==> config.mk <==
export PLATFORM = sky130hd
export DESIGN_NAME = vga_timing
export DESIGN_NICKNAME = d
export VERILOG_FILES = /design/src/hw/video_pkg.sv /design/src/hw/vga_timing.sv
export SDC_FILE = /design/constraint.sdc
export NUM_CORES = 1
export LEC_CHECK = 0
export BUFFER_PORTS_ARGS = -buffer_cell sky130_fd_sc_hd__buf_4
export CAP_MARGIN = 10
export CORE_MARGIN = 1
export CORE_UTILIZATION = 53
export DETAILED_ROUTE_END_ITERATION = 8
export GPL_TIMING_DRIVEN = 0
export PLACE_DENSITY = 0.87
export SYNTH_ARGS = -nofsm -noshare
export SYNTH_HDL_FRONTEND = slang
export SYNTH_SLANG_ARGS = --single-unit
==> constraint.sdc <==
create_clock -name pixel_clk -period 2.2 [get_ports pixel_clk]
set_input_delay 0.33 -clock pixel_clk [delete_from_list [all_inputs] [get_ports pixel_clk]]
set_output_delay 0.33 -clock pixel_clk [all_outputs]
set_load 0.02 [all_outputs]
==> src/hw/video_pkg.sv <==
// ------------------------------------------------
// Shared types of the line-buffered video generator.
// Imported by every RTL block and by the testbench.
// ------------------------------------------------

package video_pkg;

   // Width of pixel and line coordinates
   localparam int coord_w = 11;

   // 4 bits per channel
   typedef struct packed {
      logic [3:0] r;
      logic [3:0] g;
      logic [3:0] b;
   } rgb_t;

   // Register map, one word each
   typedef enum logic [1:0] {
      reg_ctrl         = 2'd0,   // Bit 0 bars, bit 1 sprite, bit 2 gray
      reg_sprite_x     = 2'd1,
      reg_sprite_y     = 2'd2,
      reg_sprite_color = 2'd3    // Low 12 bits as rgb_t
   } reg_addr_e;

   // Settings of the frame being drawn
   typedef struct packed {
      logic               bar_en;
      logic               sprite_en;
      logic               gray_en;
      logic [coord_w-1:0] sprite_x;
      logic [coord_w-1:0] sprite_y;
      rgb_t               sprite_color;
   } video_cfg_t;

   // Syncs are active low
   typedef struct packed {
      logic hsync;
      logic vsync;
      logic de;
   } sync_t;

   typedef enum logic {idle, render} render_state_e;

endpackage

==> src/hw/vga_timing.sv <==
// ------------------------------------------------
// VGA raster counters with active-low syncs and de.
// Also tells the renderer which line is displayed next.
// ------------------------------------------------
`timescale 1ns/10ps

module vga_timing #(
   parameter int h_active = 640,
   parameter int h_front  = 16,
   parameter int h_sync   = 96,
   parameter int h_back   = 48,
   parameter int v_active = 480,
   parameter int v_front  = 10,
   parameter int v_sync   = 2,
   parameter int v_back   = 33
) (
   input  logic                         pixel_clk,
   input  logic                         reset,
   output logic [video_pkg::coord_w-1:0] hcount,
   output video_pkg::sync_t              sync,
   output logic                         line_start,   // hcount at 0
   output logic                         frame_start,  // First cycle of vsync
   output logic [video_pkg::coord_w-1:0] next_y,
   output logic                         next_valid
);
   import video_pkg::*;

   localparam int h_total = h_active + h_front + h_sync + h_back;
   localparam int v_total = v_active + v_front + v_sync + v_back;

   // Sized compare points
   localparam logic [coord_w-1:0] h_act    = coord_w'(h_active);
   localparam logic [coord_w-1:0] h_last   = coord_w'(h_total - 1);
   localparam logic [coord_w-1:0] hs_start = coord_w'(h_active + h_front);
   localparam logic [coord_w-1:0] hs_end   = coord_w'(h_active + h_front + h_sync);
   localparam logic [coord_w-1:0] v_act    = coord_w'(v_active);
   localparam logic [coord_w-1:0] v_last   = coord_w'(v_total - 1);
   localparam logic [coord_w-1:0] vs_start = coord_w'(v_active + v_front);
   localparam logic [coord_w-1:0] vs_end   = coord_w'(v_active + v_front + v_sync);

   logic [coord_w-1:0] vcount;   // Line being displayed

   // ------------------------------------------------
   // Counters
   // ------------------------------------------------
   always_ff @(posedge pixel_clk) begin
      if (reset) begin
         hcount <= '0;
         vcount <= '0;
      end else if (hcount == h_last) begin
         hcount <= '0;                                 // End of line
         vcount <= (vcount == v_last) ? '0 : vcount + 1'b1;
      end else begin
         hcount <= hcount + 1'b1;
      end
   end

   // ------------------------------------------------
   // Decode
   // ------------------------------------------------
   always_comb begin
      sync.hsync = !((hcount >= hs_start) && (hcount < hs_end));
      sync.vsync = !((vcount >= vs_start) && (vcount < vs_end));
      sync.de    = (hcount < h_act) && (vcount < v_act);
   end

   assign line_start  = (hcount == '0);
   assign frame_start = line_start && (vcount == vs_start);

   // Line after the current one, wrapping to 0
   assign next_y     = (vcount == v_last) ? '0 : vcount + 1'b1;
   assign next_valid = (next_y < v_act);   // Blanking lines are skipped

endmodule

==> qor.txt <==
Outcome = complete, but fails checks
Failing checks = setup timing
Ys async rst share = 0
Comb pwr share = 0.101
Initial Utilization = 0.584
Commonest non-fill, non-tap cell in the layout = buf_4
Metal2 WL = 1.70 mm
Number of port buffers = 29
WL per Instance = 15.2 um
Largest delay share family, worst path = simple AND/OR/NAND/NOR gates
CTS Hold Bufs = 0
Crit. End Element = output pin
Inserted Clock Buffers = 3
CTS tree = built
Sw power = 0.196 mW
Yosys warning count = 0
Register bit count reported by yosys = 22
Register area share after synthesis = 0.325
GRT Total Usage = 0.262
Startpoint types = flop
Clk network pwr share = 0.390
Crit-path max cell delay = 0.47 ns
Drt via density = 6.02
Iteration-0 DRC Markers = 47
Detailed placement HPWL = 2.30 mm
Clock latency on the worst-skew pair = 0.32 ns
Pre-antenna DRT Iters = 4
Pint = 0.628 mW
Area after DPL = 1610 um^2
Area contributors post-synth = dfxtp_1, xnor2_1, nor2_1, ha_1, xor2_1
Hold WC Path Type = in2reg
Drt total wl = 3.54 mm
Final Hold Fails = 0
Core area = 2320 um^2
Cell area after layout = 1810 um^2
P per Cell Area = 455 nW/um^2
Pins Over Slew Limit = 0
Worst-path cell chain = nand4_1, nor3_2, xnor2_1, o221a_4, buf_6
Most frequent cells in the layout = buf_4, nor2_1, nand2_1
Utilization after layout = 0.781
Clock buffer depth = 2
Max Cap Violations = 0
Slew @ Worst Pin = 0.785 ns
Slew margin rel. = 0.470
Area Growth Syn to Fin = 33.6%
Fin crit share = 1.01
Critical Path AT = 1.88 ns
IO Pins = 30
Nets = 213
Via count = 1403
Crit path buffers/inverters = 1
Net Sw Frac = 0.238
Overall die height = 52.6 um
# DRC = 0
Synthesized cell area = 1360 um^2
Syn Nets = 176
Gp weighted congestion = 0.888
Die area = 2760 um^2
Worst vdd ir = 0.000474 V
ANT cells = 0
Max Fclk = 452 MHz
Crit path max fanout = 10
Critical-path top delay cell = dfxtp_2
Final WS setup = -0.0138 ns
H-tree levels = 1
Top sig layer = met4
Initial antenna violation count = 0
Reg clk slew, reported paths = 0.13 ns
Area leader, netlist = dfxtp_1
Total gr overflow = 0
Chip Width = 52.6 um
Met3 WL = 160 um
Prevailing post-synth register cell = dfxtp_1
Largest net degree at the start of global routing = 14
Fraction of layout instances using a drive strength above 1 = 0.351
Root buf cell = clkbuf_4
First-pass GRT wire length = 5.33 mm
Avg Cell Area, Syn = 8.02 um^2
Yosys cell types = 39
WL met1 = 1.60 mm
TritonCTS Sinks = 22
Worst setup path class = reg2out
Vias in the first global route = 1178
Post-synth EDFFs = 0
Crit path required time = 1.87 ns
Antenna-violating nets left = 0
Syn Inst Count = 169
Final critical-path required period = 2.21 ns
Worst Clk Skew = 0.00199 ns
# rows = 17
Synth top area share = 0.325
Leak = 0.713 nW
Sequential fraction of design power = 0.509
Setup Viol. Count Final = 1
## final cells by class
| class | instances | area (um^2) |
|---|---|---|
| multi-input combinational | 129 | 905 |
| fill | 159 | 508 |
| clock buffer | 3 | 22.5 |
| sequential | 22 | 457 |
| timing repair buffer | 36 | 274 |
| clock inverter | 1 | 30.0 |
| inverter | 7 | 26.3 |
| tap | 28 | 35.0 |
| buffer | 7 | 61.3 |
## flip-flops by register name, indices dropped and copies added, names as in the netlist
name and count:
vcount 11, hcount 11
## path summary, 6_finish.rpt
path | endpoint | cells past startpoint | start | slack [ns]
setup reg to reg | vcount[2] | 6 | hcount[0] | 0.13
hold / removal | hcount[2] | 2 | reset | 0.21
setup / recovery | next_valid | 5 | vcount[5] | -0.01
hold reg to reg | hcount[0] | 1 | hcount[0] | 0.49
## Yosys cell counts, drive strengths merged, types with 2 or more instances
| cell | n |
|---|---|
| a21oi | 4 |
| and3 | 5 |
| nor4b | 3 |
| nand3 | 11 |
| or4 | 2 |
| clkbuf | 5 |
| ha | 5 |
| nor4 | 5 |
| nor2b | 3 |
| o21ai | 7 |
| inv | 7 |
| o21a | 2 |
| nor2 | 17 |
| dfxtp | 22 |
| nor3 | 6 |
| a22o | 3 |
| a31oi | 2 |
| nand4 | 6 |
| nand2 | 14 |
| xor2 | 7 |
| buf | 6 |
| or3 | 2 |
| or2 | 2 |
| xnor2 | 10 |
| o311ai | 2 |
## cell families after synthesis
family,Yosys count,share of synthesized area
buf+inv,18,0.0674
xor+xnor,17,0.110
compound gates,26,0.133
fa+ha+maj,5,0.0462
simple gates,81,0.319
flops,22,0.325
## metrics by stage
stage | setup slack [ns] | hold WS, ns | TNS [ns] | power, mW | cells
after floorplan | 0.155 | 0.402 | 0 | 0.475 | 169
after global placement | 0.0159 | 0.471 | 0 | 0.507 | 226
after detailed placement | 0.00739 | 0.502 | 0 | 0.509 | 226
after CTS | 0.00824 | 0.202 | 0 | 0.816 | 231
after global routing | -0.0978 | 0.209 | -0.111 | 0.847 | 233
final | -0.0138 | 0.212 | -0.0138 | 0.823 | 233
## power by group through the flow
stage / Clock (mW) / Sequential, mW / Combinational, mW
after detailed placement: 0 / 0.423 / 0.0857
after floorplan: 0 / 0.427 / 0.0473
after global placement: 0 / 0.423 / 0.0846
final: 0.321 / 0.419 / 0.0832
after CTS: 0.319 / 0.416 / 0.0815
after global routing: 0.336 / 0.422 / 0.0894
## metal layers
layer | vias to the layer above | GRT usage
li1 | 678 | -
met1 | 655 | 0.355
met2 | 61 | 0.414
met3 | 9 | 0.0435
met4 | 0 | 0.0965
met5 | - | 0
## what timing repair did
item	4_1_cts	5_1_grt
endpoints found under the setup margin	9	8
buffers inserted	4	3
pin swaps	2	3
gates resized for setup	13	20
## worst register-to-register path, cell delays in order, from the launching register on
cell,delay [ns]
dfxtp_2,0.40
ha_2,0.23
nand4_1,0.19
or4_1,0.51
buf_2,0.18
or3_1,0.31
a31oi_1,0.19
Note: power is estimated with default switching activity, not from simulation.
