==> config.mk <==
export PLATFORM = sky130hd
export DESIGN_NAME = line_renderer
export DESIGN_NICKNAME = d
export VERILOG_FILES = /design/src/hw/video_pkg.sv /design/src/hw/line_renderer.sv
export SDC_FILE = /design/constraint.sdc
export NUM_CORES = 1
export LEC_CHECK = 0
export ABC_AREA = 1
export BUFFER_PORTS_ARGS = -buffer_cell sky130_fd_sc_hd__buf_2
export CAP_MARGIN = 15
export CELL_PAD_IN_SITES_DETAIL_PLACEMENT = 0
export CELL_PAD_IN_SITES_GLOBAL_PLACEMENT = 2
export CORE_ASPECT_RATIO = 1.75
export CORE_UTILIZATION = 29
export DETAILED_ROUTE_END_ITERATION = 10
export PLACE_DENSITY = 0.9
export SLEW_MARGIN = 20
export SYNTH_ARGS = -nofsm -noshare
export SYNTH_HDL_FRONTEND = slang
export SYNTH_SLANG_ARGS = --single-unit
==> constraint.sdc <==
create_clock -name pixel_clk -period 2.98 [get_ports pixel_clk]
set_input_delay 0.596 -clock pixel_clk [delete_from_list [all_inputs] [get_ports pixel_clk]]
set_output_delay 0.596 -clock pixel_clk [all_outputs]
set_load 0.02 [all_outputs]
==> src/hw/video_pkg.sv <==
// ------------------------------------------------
// Shared types of the line-buffered video generator.
// Imported by every RTL block and by the testbench.
// ------------------------------------------------

package video_pkg;

   // Width of pixel and line coordinates
   localparam int coord_w = 11;

   // 4 bits per channel
   typedef struct packed {
      logic [3:0] r;
      logic [3:0] g;
      logic [3:0] b;
   } rgb_t;

   // Register map, one word each
   typedef enum logic [1:0] {
      reg_ctrl         = 2'd0,   // Bit 0 bars, bit 1 sprite, bit 2 gray
      reg_sprite_x     = 2'd1,
      reg_sprite_y     = 2'd2,
      reg_sprite_color = 2'd3    // Low 12 bits as rgb_t
   } reg_addr_e;

   // Settings of the frame being drawn
   typedef struct packed {
      logic               bar_en;
      logic               sprite_en;
      logic               gray_en;
      logic [coord_w-1:0] sprite_x;
      logic [coord_w-1:0] sprite_y;
      rgb_t               sprite_color;
   } video_cfg_t;

   // Syncs are active low
   typedef struct packed {
      logic hsync;
      logic vsync;
      logic de;
   } sync_t;

   typedef enum logic {idle, render} render_state_e;

endpackage

==> src/hw/line_renderer.sv <==
// ------------------------------------------------
// Draws one line ahead into the line buffer.
// Bars and sprite are evaluated per column, one pixel per cycle.
// ------------------------------------------------
`timescale 1ns/10ps

module line_renderer #(
   parameter int h_active    = 640,
   parameter int sprite_size = 16
) (
   input  logic                         pixel_clk,
   input  logic                         reset,
   input  logic                         line_start,
   input  logic [video_pkg::coord_w-1:0] next_y,
   input  logic                         next_valid,
   input  video_pkg::video_cfg_t        cfg,
   output logic                         wr_en,
   output logic [video_pkg::coord_w-1:0] wr_addr,
   output video_pkg::rgb_t               wr_pixel
);
   import video_pkg::*;

   localparam logic [coord_w-1:0] col_last = coord_w'(h_active - 1);
   localparam logic [coord_w-1:0] bar_last = coord_w'(h_active / 8 - 1);  // Band width - 1
   localparam logic [coord_w:0]   span     = (coord_w + 1)'(sprite_size);

   render_state_e      state;
   logic [coord_w-1:0] col;        // Column being written
   logic [coord_w-1:0] row;        // Line being drawn
   logic [coord_w-1:0] bar_pos;    // Position inside the current band
   logic [2:0]         bar_idx;    // Band number 0..7

   logic [coord_w:0]   sx_end;
   logic [coord_w:0]   sy_end;
   logic               in_sprite;
   rgb_t               bar_color;

   // ------------------------------------------------
   // Column walk
   // ------------------------------------------------
   always_ff @(posedge pixel_clk) begin
      if (reset) begin
         state   <= idle;
         col     <= '0;
         row     <= '0;
         bar_pos <= '0;
         bar_idx <= '0;
      end else begin
         case (state)
            idle: if (line_start && next_valid) begin
               state   <= render;
               col     <= '0;
               row     <= next_y;               // Latch target line
               bar_pos <= '0;
               bar_idx <= '0;
            end
            render: begin
               if (col == col_last) state <= idle;   // Line done
               col <= col + 1'b1;
               if (bar_pos == bar_last) begin
                  bar_pos <= '0;
                  bar_idx <= bar_idx + 1'b1;
               end else begin
                  bar_pos <= bar_pos + 1'b1;
               end
            end
            default: state <= idle;
         endcase
      end
   end

   // ------------------------------------------------
   // Pixel colour
   // ------------------------------------------------
   always_comb begin
      bar_color.r = cfg.bar_en ? {4{bar_idx[2]}} : 4'h0;
      bar_color.g = cfg.bar_en ? {4{bar_idx[1]}} : 4'h0;
      bar_color.b = cfg.bar_en ? {4{bar_idx[0]}} : 4'h0;

      // Extra bit so the square may run past the screen edge
      sx_end    = {1'b0, cfg.sprite_x} + span;
      sy_end    = {1'b0, cfg.sprite_y} + span;
      in_sprite = cfg.sprite_en &&
                  (col >= cfg.sprite_x) && ({1'b0, col} < sx_end) &&
                  (row >= cfg.sprite_y) && ({1'b0, row} < sy_end);
   end

   assign wr_en    = (state == render);
   assign wr_addr  = col;
   assign wr_pixel = in_sprite ? cfg.sprite_color : bar_color;   // Sprite on top

endmodule

==> results.tsv, run 1 <==
stage	metric	value	unit
finish	final_common_cell	nand2_1	
timing	drv_slew	0	
critical_path	rrSetupSlack	830	ps
die	initial_core_util	29.7	%
die	die_h	138	um
timing	fin_skew	5.34	ps
global_route	grt_max_degree	20	
logic_synthesis	avgSynthCellArea	6.71	sq um
finish	fin_cells	682	
place	io_buffer_count	74	
routing	routedWlPerCell	11.8	um
logic_synthesis	syn_area	0.00305	sq mm
timing	hold_viol_final	0	
timing	rsz0062_at_grt	true	
logic_synthesis	synth_warnings	0	
timing	setup_ws	-85.0	ps
die	fp.dieW	79.5	um
logic_synthesis	ys_types	36	
finish	fin_nets	648	
power	leakagePower	2.12	nW
routing	wl_met1	3130	um
power	swShare	27.7	%
timing	fmax	326	MHz
power	pwr-share-seq	39.2	%
power	powerDensity	324	mW/mm^2
power	vdd_ir_drop_max	248	uV
timing	worstMarginPinSlew	865	ps
critical_path	cp.required	2380	ps
timing	setup_viol	12	
timing	finalCriticalPeriod	3060	ps
finish	final_cell_mix	nand2_1, buf_2, inv_1, nor2_1, ha_1	
clock_tree	clk_latency	280	ps
logic_synthesis	syn_nets	547	
clock_tree	htree_levels	2	
routing	via_per_inst	4.75	
power	combPwrFrac	21.7	%
clock_tree	clkTransAtPathRegs	50	ps
finish	antennaDiodeCount	0	
logic_synthesis	yosysTopAreaCell	dfxtp_1	
timing	relSlewSlack	42.1	%
global_route	antenna_found_initial	0	
power	switchingPower	0.370	mW
logic_synthesis	synth_top_area_share	24.3	%
routing	wl	8010	um
global_route	grt_overflow	0	
worst_hold_path	min_path_type	flop to flop	
worst_hold_path	hold_depth	2	
global_route	first_global_vias	2959	
clock_tree	cts_tree	built	
power	total_power	1.34	mW
logic_synthesis	yosys_register_bits	37	
place	place_congestion	0.814	
critical_path	cp-start-kind	input port	
logic_synthesis	synth_area_leaders	dfxtp_1, ha_1, nand2_1	
die	die_area	0.0109	sq mm
timing	fin_crit_sh	103	%
run	max_cap_violations	0	
power	p_clk_share	39.1	%
global_route	grt_pass1_wl	12900	um
outcome	status	finished with violations	
critical_path	path_max_fanout	4	
routing	drt-pass1-iter-count	6	
global_route	grt_usage	14.9	%
power	internal_power	0.966	mW
clock_tree	cts_buffers	5	
routing	drc	0	
place	dpl.cell_count	670	
routing	ant_nets	0	
die	io_pins	76	
critical_path	cp-end-kind	primary output	
place	dpl.hpwl	6490	um
routing	vias	3238	
logic_synthesis	syn_inst	454	
clock_tree	clock-sinks	37	
clock_tree	clockBufferDepth	2	
finish	areaGrowthSynthToFinish	35.3	%
finish	drive_gt1_share	27.0	%
critical_path	cp.arrival	2470	ps
clock_tree	cts-hold-fix-buffers	0	
routing	met2WireLength	4480	um
critical_path	worstSetupPathType	input port to primary output	
routing	top_layer	met4	
routing	routed-wl-met3	269	um
die	std_cell_rows	49	
critical_path	worstRegToRegCells	5	
routing	first_iter_violations	80	
logic_synthesis	ys_seq_area_share	24.3	%
die	core-area	0.0102	sq mm
outcome	violations	negative setup slack	
clock_tree	root_buffer	clkbuf_16	
synthesized netlist by cell type (all sizes together):
master and instances:
a21oi 33, a21o 3, xor2 10, ha 41, a21boi 2, o21bai 2
buf 3, nand4 22, nor3 4, a22oi 1, dfxtp 37, xnor2 2
clkbuf 7, inv 60, nand3 25, nor2 63, nand3b 2, nand2 109
o22ai 1, nor4 1, nor3b 2, a211oi 3, o21a 1, o31ai 1
clkinv 1, o21ai 18
cells by family (layout without fill, tap and decap cells):
group,count (synthesis),after routing,share of synthesized area [%]
and+or+nand+nor,228,228,33.9
xor gates and xnor gates,12,12,3.45
AOI/OAI and AO/OA,65,65,11.9
adders and majority gates,41,41,16.8
buffers and inverters,71,172,9.61
DFF,37,37,24.3
worst max-delay path: stages:
cell and delay [ps]:
buf_8 90, ha_4 140, nand3_2 100, buf_4 150, xor2_1 130, ha_1 180
a21oi_1 150, nand3b_1 120, nand2_1 70, clkinv_2 40, nand2_2 50, nor2_4 180
nand3_4 140, nand2_4 130, nand2_1 70, buf_6 130
routing by layer:
metal / vias up / track usage, %
met5: - / 0
met4: 0 / 4.65
met3: 9 / 2.32
met1: 1481 / 15.3
met2: 54 / 29.5
li1: 1694 / -
power by group through the flow:
stage,Combinational [mW],Clock (mW),Sequential (mW)
detailed placement,0.268,0,0.534
finish,0.290,0.523,0.523
global route,0.332,0.551,0.525
global placement,0.264,0,0.534
floorplan,0.163,0,0.533
CTS,0.287,0.536,0.523
sequential cells by signal, summed over array words and instances, names as in the netlist:
| signal | cells |
|---|---|
| bar_pos | 11 |
| row | 11 |
| wr_addr | 11 |
| bar_idx | 3 |
| wr_en | 1 |
final cells by class:
type	count	area [sq um]
clock buffer	6	139
clock inverter	1	7.51
fill	1120	6120
inverter	61	233
multi-input combinational	346	2120
sequential	37	741
tap	127	159
timing repair buffer	104	719
through the flow:
stage | setup TNS, ps | instance area, sq um | hold WS (ps) | util, % | worst slack (ps)
floorplan | 0 | 3050 | 433 | - | 159
global placement | -2400 | 3700 | 467 | 36.1 | -229
detailed placement | -2560 | 3700 | 480 | 36.1 | -237
CTS | -1670 | 3990 | 488 | 39.0 | -149
global route | -2120 | 4120 | 510 | 40.2 | -192
finish | -829 | 4120 | 480 | 40.2 | -85.0
final timing paths:
kind / end / startpoint
setup / recovery: wr_pixel[3] / cfg[16]
hold / removal: row[0] / row[0]
setup reg to reg: row[0] / wr_en
hold reg to reg: row[0] / row[0]
timing repair:
item                                    4_1_cts  5_1_grt
gates cloned                                  0        2
pin swaps                                    16       21
gates resized for setup                      37       32
endpoints found under the setup margin       12       12
buffers inserted                              1        2
hold endpoints to repair                      0        0
Power figures use the tool's default switching activity.
==> inputs of run 2 (changes only) <==
--- a/config.mk
+++ b/config.mk
@@ -8,12 +8,10 @@
 export ABC_AREA = 1
 export BUFFER_PORTS_ARGS = -buffer_cell sky130_fd_sc_hd__buf_2
 export CAP_MARGIN = 15
-export CELL_PAD_IN_SITES_DETAIL_PLACEMENT = 0
-export CELL_PAD_IN_SITES_GLOBAL_PLACEMENT = 2
 export CORE_ASPECT_RATIO = 1.75
-export CORE_UTILIZATION = 29
+export CORE_UTILIZATION = 50
 export DETAILED_ROUTE_END_ITERATION = 10
-export PLACE_DENSITY = 0.9
+export PLACE_DENSITY = 0.85
 export SLEW_MARGIN = 20
 export SYNTH_ARGS = -nofsm -noshare
 export SYNTH_HDL_FRONTEND = slang
==> results.tsv, run 2 (synthesized netlist as in run 1, its figures left out) <==
stage	metric	value	unit
critical_path	cp-end-kind	primary output	
critical_path	max_stage_delay	310	ps
die	die_area	0.00642	sq mm
die	io_pins	76	
timing	tns	-822	ps
worst_hold_path	hold_depth	2	
die	fp.dieW	61.0	um
finish	antennaDiodeCount	0	
finish	final-seq-area	741	sq um
timing	setup_ws	-95.0	ps
place	dpl.cell_count	615	
finish	final_area	0.00399	sq mm
finish	multi_input_area	0.00210	sq mm
place	dpl.hpwl	5850	um
power	powerDensity	335	mW/mm^2
die	std_cell_rows	37	
clock_tree	clk_latency	300	ps
global_route	first_global_vias	3216	
critical_path	cp_num_buf_inv	5	
clock_tree	clockBufferDepth	2	
clock_tree	root_buffer	clkbuf_8	
timing	relSlewSlack	48.0	%
clock_tree	clkTransAtPathRegs	80	ps
run	max_cap_violations	0	
clock_tree	clock-sinks	37	
finish	drive_gt1_share	25.9	%
routing	wl	7770	um
timing	worstMarginPinSlew	777	ps
finish	fin_nets	640	
clock_tree	cts_tree	built	
critical_path	crit_chain	buf_6 > ha_4 > nand3_2 > buf_4 > xor2_2 > ha_2 > nand2_1 > inv_1 > nand4_1 > nor2_1 > nor2_4 > buf_6 > nand4_1 > nand2_1 > buf_6	
global_route	grt_usage	25.3	%
finish	areaGrowthSynthToFinish	30.9	%
routing	via_per_inst	5.26	
timing	finalCriticalPeriod	3070	ps
critical_path	worstSetupPathType	input port to primary output	
critical_path	rrSetupSlack	870	ps
routing	routedWlPerCell	12.4	um
timing	setup_viol	12	
critical_path	crit_family	simple AND/OR/NAND/NOR gates	
finish	fillCellCount	492	
die	core-area	0.00588	sq mm
critical_path	path_max_fanout	7	
timing	hold_viol_final	0	
routing	drc	0	
die	initial_core_util	51.8	%
timing	fin_hold_ws	485	ps
die	die_h	105	um
timing	fin_crit_sh	103	%
timing	fmax	325	MHz
timing	fin_skew	12.3	ps
outcome	violations	negative setup slack	
critical_path	cp.arrival	2480	ps
routing	ant_nets	0	
timing	rsz0062_at_grt	true	
routing	vias	3293	
global_route	antenna_found_initial	0	
worst_hold_path	min_path_type	flop to flop	
global_route	grt_overflow	0	
global_route	grt_max_degree	20	
finish	final_cell_mix	nand2_1, nor2_1, buf_2, inv_1, ha_1	
critical_path	path_common_cell	buf_6	
global_route	grt_pass1_wl	12600	um
finish	fin_cells	626	
critical_path	worstRegToRegCells	4	
critical_path	cp.depth	15	
outcome	status	finished with violations	
clock_tree	cts_buffers	5	
clock_tree	cts-hold-fix-buffers	0	
critical_path	cp-start-kind	input port	
clock_tree	htree_levels	2	
place	io_buffer_count	74	
finish	final_common_cell	nand2_1	
routing	drt-pass1-iter-count	4	
power	vdd_ir_drop_max	327	uV
critical_path	cp.required	2380	ps
power	leakagePower	2.08	nW
critical_path	crit_path_top_delay_cell	ha_2	
timing	drv_slew	0	
place	place_congestion	0.908	
routing	first_iter_violations	109	
place	place_area	0.00360	sq mm
==> run 2: cell type report <==
class,count,area share (%)
clock buffer,5,1.73
timing repair buffer,96,17.0
sequential,37,18.6
multi-input combinational,346,52.7
inverter,61,5.84
clock inverter,3,1.73
tap,78,2.45
==> run 2: final timing paths <==
path	start	end
max	cfg[16]	wr_pixel[9]
min	row[0]	row[0]
max reg2reg	wr_en	row[0]
min reg2reg	row[0]	row[0]
==> run 2: layer usage <==
| layer | vias to the layer above | track usage, % | wire, um |
|---|---|---|---|
| met5 | - | 0 | 0 |
| met4 | 0 | 9.74 | 182 |
| met3 | 20 | 4.29 | 340 |
| met2 | 92 | 49.4 | 4300 |
| met1 | 1496 | 24.1 | 2950 |
| li1 | 1685 | - | - |
==> run 2: where the power goes <==
group | total, mW | switching, mW | internal [mW]
clock | 0.525 | 0.188 | 0.337
combinational | 0.285 | 0.160 | 0.125
sequential | 0.525 | 0.0160 | 0.509
total | 1.34 | 0.364 | 0.971
==> run 2: timing repair <==
item / in CTS / in global routing
hold endpoints to repair: 0 / 0
pin swaps: 25 / 30
endpoints found under the setup margin: 12 / 12
setup buffers: 2 / 1
gates resized for setup: 47 / 18
==> run 2: tightest hold or removal path, stage by stage, from the launching register on <==
cell and delay, ps:
dfxtp_1 300, inv_1 70, a21oi_1 60
==> run 2: through the flow <==
| stage | total power [mW] | utilization, % | worst slack (ps) |
|---|---|---|---|
| after CTS | 1.34 | 66.6 | -94.4 |
| after global routing | 1.40 | 67.8 | -194 |
| after global placement | 0.782 | 61.3 | -151 |
| after floorplan | 0.695 | - | 159 |
| final | 1.34 | 67.8 | -95.0 |
| after detailed placement | 0.792 | 61.3 | -240 |
