### src/hw/video_pkg.sv
// ------------------------------------------------
// Shared types of the line-buffered video generator.
// Imported by every RTL block and by the testbench.
// ------------------------------------------------

package video_pkg;

   // Width of pixel and line coordinates
   localparam int coord_w = 11;

   // 4 bits per channel
   typedef struct packed {
      logic [3:0] r;
      logic [3:0] g;
      logic [3:0] b;
   } rgb_t;

   // Register map, one word each
   typedef enum logic [1:0] {
      reg_ctrl         = 2'd0,   // Bit 0 bars, bit 1 sprite, bit 2 gray
      reg_sprite_x     = 2'd1,
      reg_sprite_y     = 2'd2,
      reg_sprite_color = 2'd3    // Low 12 bits as rgb_t
   } reg_addr_e;

   // Settings of the frame being drawn
   typedef struct packed {
      logic               bar_en;
      logic               sprite_en;
      logic               gray_en;
      logic [coord_w-1:0] sprite_x;
      logic [coord_w-1:0] sprite_y;
      rgb_t               sprite_color;
   } video_cfg_t;

   // Syncs are active low
   typedef struct packed {
      logic hsync;
      logic vsync;
      logic de;
   } sync_t;

   typedef enum logic {idle, render} render_state_e;

endpackage

### src/hw/pixel_output.sv
// ------------------------------------------------
// Display stage with optional gray conversion.
// Sync and de follow the pixel through the same two registers.
// ------------------------------------------------
`timescale 1ns/10ps

module pixel_output (
   input  logic             pixel_clk,
   input  logic             reset,
   input  logic             gray_en,
   input  video_pkg::sync_t sync_in,
   input  video_pkg::rgb_t  rd_pixel,    // One cycle behind sync_in
   output video_pkg::rgb_t  vga_rgb,
   output logic             vga_hsync,
   output logic             vga_vsync,
   output logic             vga_de
);
   import video_pkg::*;

   localparam sync_t sync_idle = '{hsync: 1'b1, vsync: 1'b1, de: 1'b0};

   sync_t      sync_d1;     // Matches buffer read
   sync_t      sync_d2;     // Matches vga_rgb
   logic [5:0] luma_sum;    // r + 2g + b, max 60
   rgb_t       pix_mix;

   always_comb begin
      luma_sum = {2'b00, rd_pixel.r} + {1'b0, rd_pixel.g, 1'b0} + {2'b00, rd_pixel.b};
      if (gray_en) begin
         pix_mix.r = luma_sum[5:2];   // Divide by 4
         pix_mix.g = luma_sum[5:2];
         pix_mix.b = luma_sum[5:2];
      end else begin
         pix_mix = rd_pixel;
      end
   end

   always_ff @(posedge pixel_clk) begin
      if (reset) begin
         sync_d1 <= sync_idle;
         sync_d2 <= sync_idle;
         vga_rgb <= '0;
      end else begin
         sync_d1 <= sync_in;
         sync_d2 <= sync_d1;
         vga_rgb <= sync_d1.de ? pix_mix : '0;   // Black in blanking
      end
   end

   assign vga_hsync = sync_d2.hsync;
   assign vga_vsync = sync_d2.vsync;
   assign vga_de    = sync_d2.de;

endmodule

### config.mk
export PLATFORM = sky130hd
export DESIGN_NAME = pixel_output
export DESIGN_NICKNAME = d
export VERILOG_FILES = /design/src/hw/video_pkg.sv /design/src/hw/pixel_output.sv
export SDC_FILE = /design/constraint.sdc
export NUM_CORES = 1
export LEC_CHECK = 0
export BUFFER_PORTS_ARGS = -buffer_cell sky130_fd_sc_hd__buf_2
export CORE_ASPECT_RATIO = 1.1
export CORE_MARGIN = 2
export CORE_UTILIZATION = 30
export CTS_CLUSTER_SIZE = 28
export DETAILED_ROUTE_END_ITERATION = 10
export GPL_ROUTABILITY_DRIVEN = 0
export GPL_TIMING_DRIVEN = 0
export PLACE_DENSITY = 0.53
export RECOVER_POWER = 50
export SYNTH_ARGS = -nofsm -noshare
export SYNTH_HDL_FRONTEND = slang
export SYNTH_SLANG_ARGS = --single-unit
### constraint.sdc
create_clock -name pixel_clk -period 2.58 [get_ports pixel_clk]
set_input_delay 0.516 -clock pixel_clk [delete_from_list [all_inputs] [get_ports pixel_clk]]
set_output_delay 0.516 -clock pixel_clk [all_outputs]
set_load 0.1 [all_outputs]
==> flow_summary.toml, run 1 <==
[clock_network]
cts_tree = "yes"
cts.sink_count = 18
clk_pin_slew_worst_paths_ns = 0.10
clk_latency_ns = 0.28
cts_setup_buffers = 0
h-tree-depth = 1
ctsResizeCount = 0
cts-root-buf = "clkbuf_4"
clockBufferDepth = 2
cts_hold_buf = 0
numCtsBuffers = 3

[yosys]
mappedNetlistArea_um2 = 783
synthAdderAreaFrac_pct = 15.0
ys_warn_count = 0
synth_top_area_cell = "dfxtp_1"
synth_cell_types = 26
muxShareOfSynthArea_pct = 0
synth_compound_area_share_pct = 12.9
synth_top_family_by_area = "simple AND/OR/NAND/NOR gates"
yosys-top-cells-area = "dfxtp_1 46%, fa_1 10%, ha_1 4.8%, a21oi_1 3.8%, nand2_1 3.4%"
synth-seq-area-share_pct = 46.0
syn_nets = 102
synth_top_cell_area_share_pct = 46.0
yosys.area_share.simple_pct = 18.4
synth_cells = 77
yosys_register_bits = 18
syn_avg_cell_area_um2 = 10.2
synthXorXnorAreaFrac_pct = 1.12

[floorplanning]
fp.dieW_um = 52.7
die_area_um2 = 3040
die_h_um = 57.6
core_um2 = 2500
ios = 33
rows = 19
initial_utilization_pct = 31.4

[finish]
layout_commonest_cell = "buf_2"
drive_above_1_share_pct = 27.7
nNetsFinal = 138
syn_to_final_growth_pct = 26.7
fillers = 271
final_cell_mix = "20 x buf_2, 18 x dfxtp_1, 12 x clkbuf_1, 7 x nand2_1"
antennaDiodeCount = 0

[detailed_routing]
drt_first_pass_iters = 4
wl_um = 1540
drt_iter0_markers = 6
wire_per_inst_um = 10.7
post-route-drc-count = 0
via_per_inst = 4.69
drtAntennaViolNets = 0
vias = 670

[grt]
grt_pass1_vias = 629
busiest_layer = "met2"
met2_usage_pct = 19.1
grt_first_pass_wirelength_um = 2480
grtUsageTotal_pct = 11.2
grt_start_max_net_pins = 11
antenna_found_initial = 0
use_met1_pct = 12.9
grt-ovfl-total = 0
met3_usage_pct = 2.62

[setup_path]
crit_slowest_cell = "fa_1"
cp.arrival_ns = 2.34
startpoint_type = "input pin"
worst-setup-path-type = "input pin to flip-flop"
crit_path_end_kind = "flip-flop"
worstPathRequired_ns = 2.78
crit_path_max_incr_delay_ns = 0.46
cp_max_fo = 3
crit_chain = "buf_2, inv_1, fa_1, and3b_1, inv_1, fa_1, nor2b_1, o21ai_1, a211oi_1"

[sta]
hold_viol = 0
setup_violations = 0
finalClockSkew_ns = 0.00487
tightestPinTransition_ns = 1.17
whs_ns = 0.402
fin_crit_sh_pct = 82.6
rsz0062_at_grt = "false"
setup_tns_ns = 0
drv_slew = 0
layout_min_cycle_time_ns = 2.13
max_freq_mhz = 469
slew-limit-headroom_pct = 22.6

[min_path]
hold_class = "input pin to flip-flop"

[pwr]
power.density_nw_per_um2 = 642
p_leak_nw = 0.462
vdd_drop_max_mv = 0.241

[placement]
port_buffers = 31
dp_hpwl_um = 1210

[run_status]
status = "finished, final reports clean"

[job]
maxCapViolCount = 0
cells in the mapped netlist (all sizes together):
cell type / n
nand4: 1
and2b: 1
fa: 4
and3b: 1
ha: 3
a21o: 1
dfxtp: 18
and4bb: 1
xnor2: 1
nor2b: 1
or2: 4
a311o: 1
a21oi: 6
nand2: 7
inv: 8
a211oi: 3
buf: 2
nand2b: 2
a32oi: 3
nor2: 4
nand4b: 1
nand3: 3
o21ai: 1
where the power goes:
part | switching, W | internal (W) | leakage, nW
registers | 0.00000306 | 0.000290 | 0.147
clock network | 0.0000809 | 0.0000858 | 0.0210
logic | 0.000128 | 0.0000494 | 0.294
total | 0.000212 | 0.000425 | 0.462
worst max-delay path: cells and delay by family:
family | cells | cell delay [ns]
compound gates | 2 | 0.34
simple gates | 2 | 0.42
fa+ha+maj | 2 | 0.86
buf+inv | 3 | 0.21
metal layers:
layer  vias to the layer above  share of wire [%]
met5                         -                  0
met4                         0               0.91
met3                         2                7.4
met2                        25                 50
met1                       309                 41
li1                        334                  -
sequential cells by signal (all words and copies together), names as in the netlist:
signal / cells
vga_vsync: 1
vga_rgb: 12
vga_de: 1
sync_d1: 3
vga_hsync: 1
worst paths after layout:
kind	startpoint	endpoint	slack (ns)	cells after the start
setup / recovery	rd_pixel[1]	vga_rgb[7]$_SDFF_PP0_	0.45	9
hold / removal	sync_in[2]	sync_d1[2]$_SDFF_PP1_	0.40	2
setup reg to reg	sync_d1[0]$_SDFF_PP0_	vga_rgb[6]$_SDFF_PP0_	1.30	5
hold reg to reg	sync_d1[1]$_SDFF_PP1_	vga_vsync$_SDFF_PP1_	0.42	1
layout make-up:
class                      instances  area [um^2]  share of cell area (%)
tap                               31         38.8                    3.91
inverter                           8         32.5                    3.28
timing repair buffer              31          141                    14.2
clock buffer                       4         36.3                    3.66
sequential                        18          360                    36.3
multi-input combinational         49          372                    37.5
buffer                             2         11.3                    1.13
metrics by stage:
stage               power (W)  utilization, %  instance area, um^2  cells  setup WS [ns]
CTS                  0.000652            40.6                 1010    143          0.443
global placement     0.000480            39.1                  977    139          0.152
finish               0.000637            39.7                  992    143          0.449
detailed placement   0.000481            39.1                  977    139          0.164
floorplan            0.000441               -                  783     77          0.410
global route         0.000677            39.7                  992    143          0.321
cells by family after synthesis:
family          count (synthesis)
compound gates                 15
xor+xnor                        1
flops                          18
simple gates                   26
buf+inv                        10
fa+ha+maj                       7
No activity file was read; power rests on OpenSTA's default activity.
==> run 2, diff against run 1 <==
Settings changed: ABC_AREA set to 1, PLACE_DENSITY 0.53 to 0.56.
Clock period 2.58 ns to 1.8 ns, I/O delays scaled along.
==> run 2 against run 1 <==
  * Clock power is 44% higher
  * Sequential cell count stayed put
  * Sequential share of layout area decreased by 0.72 points
  * Cell count is 6.3% higher
  * Largest cell class is now sequential cells
  * Critical path depth stayed put
==> flow_summary.toml, run 2 <==
[run_status]
status = "finished, final reports clean"

[sta]
rsz0062_at_grt = "true"
setup_violations = 0
tightestPinTransition_ns = 0.543
fin_crit_sh_pct = 95.5
finalClockSkew_ns = 0.00322
setup_tns_ns = 0
hold_viol = 0
layout_min_cycle_time_ns = 1.72
finalWorstSetupSlack_ns = 0.0802
max_freq_mhz = 581
slew-limit-headroom_pct = 64.0
drv_slew = 0

[grt]
grtUsageTotal_pct = 10.4
antenna_found_initial = 0
grt_first_pass_wirelength_um = 2260
grt_pass1_vias = 569
grt_start_max_net_pins = 11
grt-ovfl-total = 0

[clock_network]
ctsResizeCount = 0
h-tree-depth = 1
cts_hold_buf = 0
numCtsBuffers = 3
cts-root-buf = "clkbuf_4"
cts_setup_buffers = 0
cts_tree = "yes"
clockBufferDepth = 2
cts.sink_count = 18
clk_latency_ns = 0.28
clk_pin_slew_worst_paths_ns = 0.10

[detailed_routing]
post-route-drc-count = 0
drt_iter0_markers = 2
via_per_inst = 4.16
vias = 633
wl_um = 1400
wire_per_inst_um = 9.22
drt_first_pass_iters = 4
drtAntennaViolNets = 0

[pwr]
power.density_nw_per_um2 = 903
vdd_drop_max_mv = 0.449
p_leak_nw = 0.520

[job]
maxCapViolCount = 0

[placement]
dp_slack_ns = -0.270
dp_hpwl_um = 1180
port_buffers = 32

[finish]
final_cell_mix = "22 x buf_2, 18 x nand2_1, 18 x dfxtp_1, 14 x a21oi_1, 9 x clkbuf_2"
reg.largest.list = "vga_rgb: 12 flops, sync_d1: 3 flops"
nNetsFinal = 147
antennaDiodeCount = 0
largest_reg_flops = 12
top_register = "vga_rgb"
layout_commonest_cell = "buf_2"
final_core_util_pct = 41.7
syn_to_final_growth_pct = 35.1
drive_above_1_share_pct = 43.0

[floorplanning]
die_area_um2 = 2910
fp.dieW_um = 51.7
rows = 19
die_h_um = 56.4
core_um2 = 2420
initial_utilization_pct = 30.9
ios = 33

[yosys]
synth_cell_types = 16
synth-seq-area-share_pct = 48.1
syn_avg_cell_area_um2 = 8.82
mappedNetlistArea_um2 = 749
synth_top_cell_area_share_pct = 48.1
synth_cells = 85
yosys-top-cells-area = "dfxtp_1 48%, fa_1 11%, a21oi_1 10%, nand2_1 9.0%, inv_1 6.0%"
synthArstFlopShare_pct = 0
ys_warn_count = 0
yosys_register_bits = 18
syn_nets = 110
synth-edff-count = 0
synth_top_area_cell = "dfxtp_1"
ys.flop_type = "dfxtp_1"
synth_commonest_cells = "18 x dfxtp_1, 18 x nand2_1, 15 x a21oi_1, 12 x inv_1"

[setup_path]
worstPathRequired_ns = 2.02
cp_max_fo = 3
crit_path_end_kind = "flip-flop"
worst-setup-path-type = "input pin to flip-flop"
cp.arrival_ns = 1.94
reg2reg_setup_slack_ns = 0.97
startpoint_type = "input pin"

[min_path]
hold_class = "input pin to flip-flop"
## run 2: cell types whose count changed after synthesis, sizes merged, moves of 2 or more
cell,delta
a211oi,-3
a21oi,+9
a32oi,-3
inv,+5
nand2,+11
nand2b,-2
## run 2: final cells by class
class	instances	area, um^2
clock buffers	4	36.3
multi-input cells	52	340
inverters	13	51.3
well taps	31	38.8
plain buffers	2	10.0
flip-flops and latches	18	360
fillers	261	1410
repair buffers	32	175
## run 2: power breakdown
| group | total (W) | switching [W] | leakage, nW | internal, W |
|---|---|---|---|---|
| Sequential | 0.000418 | 0.00000346 | 0.147 | 0.000414 |
| Combinational | 0.000257 | 0.000182 | 0.352 | 0.0000747 |
| Clock | 0.000240 | 0.000117 | 0.0210 | 0.000123 |
| Total | 0.000914 | 0.000303 | 0.520 | 0.000612 |
## run 2: cell families (layout without fill, tap and decap cells)
logic type	after synthesis	after routing	share of synthesized area, %
AND/OR/NAND/NOR	28	28	17.0
buffers and inverters	15	51	7.85
flip-flops	18	18	48.1
adder cells (fa/ha/maj)	7	7	15.7
AO/OA/AOI/OAI	17	17	11.4
## run 2: metal layers
metal	vias to the layer above	GRT usage [%]	share of wire (%)
met4	0	4.51	0.86
met2	22	16.1	48
met5	-	0	0
met1	275	12.2	42
met3	2	4.79	9.1
li1	334	-	-
## run 2: final timing paths
kind,start,to,cells after the start
max,rd_pixel[10],vga_rgb[3]$_SDFF_PP0_,9
min,sync_in[2],sync_d1[2]$_SDFF_PP1_,2
min reg2reg,sync_d1[2]$_SDFF_PP1_,vga_hsync$_SDFF_PP1_,1
max reg2reg,sync_d1[0]$_SDFF_PP0_,vga_rgb[10]$_SDFF_PP0_,3
## run 2: metrics by stage
stage | power, W | hold WS [ns] | cell area (um^2) | cells
after CTS | 0.000915 | 0.244 | 987 | 152
after floorplan | 0.000615 | 0.389 | 752 | 85
after global placement | 0.000669 | 0.392 | 951 | 148
after global routing | 0.000979 | 0.221 | 1010 | 152
after detailed placement | 0.000673 | 0.400 | 951 | 148
final | 0.000914 | 0.256 | 1010 | 152
## run 2: worst max-delay path, stage by stage
cell     delay, ns
buf_2         0.12
fa_1          0.58
inv_2         0.05
fa_2          0.37
inv_2         0.07
a21oi_2       0.05
nor2_1        0.13
o21ai_2       0.08
a21oi_1       0.13
==> run 3, diff against run 2 <==
Settings changed: CORE_ASPECT_RATIO 1.1 to not set.
==> run 3 against run 2 <==
  * Sequential share of layout area increased by 0.18 points
  * Routed wire length rose by 14%
  * Sequential cell count did not move
  * Clock power grew 7%
  * Setup slack gained 0.0029 ns
  * Clock-buffer cell count did not move
  * Global-route usage grew 2.2 points
==> flow_summary.toml, run 3 (synthesized netlist as in run 2, its figures left out) <==
[pwr]
power.density_nw_per_um2 = 925
vdd_drop_max_mv = 0.438
p_leak_nw = 0.521

[finish]
syn_to_final_growth_pct = 34.4
reg.largest.list = "vga_rgb: 12 flops, sync_d1: 3 flops"
multi_input_area_um2 = 350
nNetsFinal = 147
antennaDiodeCount = 0
largest_reg_flops = 12
layout_commonest_cell = "buf_2"
design_area_um2 = 1010
top_register = "vga_rgb"
fillers = 271
drive_above_1_share_pct = 43.0
final_cell_mix = "25 x buf_2, 18 x nand2_1, 18 x dfxtp_1, 12 x a21oi_1, 10 x inv_1"
regArea_um2 = 360

[sta]
finalClockSkew_ns = 0.0161
finalWorstSetupSlack_ns = 0.0831
tightestPinTransition_ns = 0.544
hold_viol = 0
setup_violations = 0
slew-limit-headroom_pct = 63.9
drv_slew = 0
fin_crit_sh_pct = 95.4
whs_ns = 0.244
setup_tns_ns = 0
layout_min_cycle_time_ns = 1.72
max_freq_mhz = 582
rsz0062_at_grt = "true"

[detailed_routing]
wire_per_inst_um = 10.6
vias = 666
drt_first_pass_iters = 4
drt_iter0_markers = 6
via_per_inst = 4.41
drtAntennaViolNets = 0
wl_um = 1600
post-route-drc-count = 0

[grt]
grt_pass1_vias = 622
antenna_found_initial = 0
grt-ovfl-total = 0
grt_first_pass_wirelength_um = 2560
grtUsageTotal_pct = 12.6
grt_start_max_net_pins = 11

[floorplanning]
die_h_um = 54.0
core_um2 = 2430
ios = 33
fp.dieW_um = 54.0
rows = 18
initial_utilization_pct = 30.8
die_area_um2 = 2910

[clock_network]
cts.sink_count = 18
cts_setup_buffers = 0
cts_tree = "yes"
clk_latency_ns = 0.31
cts_hold_buf = 0
numCtsBuffers = 3
clockBufferDepth = 2
clk_pin_slew_worst_paths_ns = 0.12
h-tree-depth = 1
cts-root-buf = "clkbuf_4"
ctsResizeCount = 0

[placement]
dp_hpwl_um = 1250
placed_area_um2 = 950
port_buffers = 32
dp_slack_ns = -0.290

[setup_path]
crit_slowest_cell = "fa_1"
cp_max_fo = 3
crit_path_max_incr_delay_ns = 0.47
worst-setup-path-type = "input pin to flip-flop"
crit_chain = "buf_4, inv_4, fa_1, nor2_2, inv_1, fa_2, inv_2, a21oi_1, o21ai_0, a21oi_1"
crit_path_end_kind = "flip-flop"
crit_top_cell = "a21oi_1"
worstPathRequired_ns = 1.99
cp.arrival_ns = 1.91
startpoint_type = "input pin"

[job]
maxCapViolCount = 0

[run_status]
status = "finished, final reports clean"

[min_path]
hold_class = "input pin to flip-flop"
[run 3: area by class of cell]
class / instances / area share (%)
Clock buffer: 4 / 3.60
Multi-Input combinational cell: 52 / 34.8
Sequential cell: 18 / 35.8
Buffer: 2 / 0.994
Timing Repair Buffer: 32 / 16.0
Tap cell: 30 / 3.73
Inverter: 13 / 5.09
[run 3: stage by stage]
stage	utilization (%)	total power [W]	instances
after detailed placement	39.0	0.000673	147
final	41.4	0.000932	151
after CTS	40.5	0.000931	151
after floorplan	-	0.000615	85
after global routing	41.4	0.000988	151
after global placement	39.0	0.000670	147
[run 3: metal layers]
metal,GRT usage [%],share of wire [%]
met3,3.89,9.1
met4,7.50,3.2
met5,0,0
met2,18.3,43
met1,16.3,44
[run 3: critical path, delay by kind of cell]
family / cells / cell delay [ns]
adders and majority gates: 2 / 0.80
AOI/OAI and AO/OA: 3 / 0.33
buffers and inverters: 4 / 0.27
and+or+nand+nor: 1 / 0.14
[run 3: final timing paths]
path	depth (start not counted)	from	slack (ns)	end
max	10	rd_pixel[1]	0.08	vga_rgb[5]$_SDFF_PP0_
min	2	sync_in[2]	0.24	sync_d1[2]$_SDFF_PP1_
max reg2reg	3	sync_d1[0]$_SDFF_PP0_	0.93	vga_rgb[2]$_SDFF_PP0_
min reg2reg	1	sync_d1[1]$_SDFF_PP1_	0.43	vga_vsync$_SDFF_PP1_
[run 3: power breakdown]
| part | switching [W] | total, W | internal, W |
|---|---|---|---|
| registers | 0.00000369 | 0.000418 | 0.000414 |
| logic | 0.000184 | 0.000257 | 0.0000737 |
| clock network | 0.000133 | 0.000256 | 0.000123 |
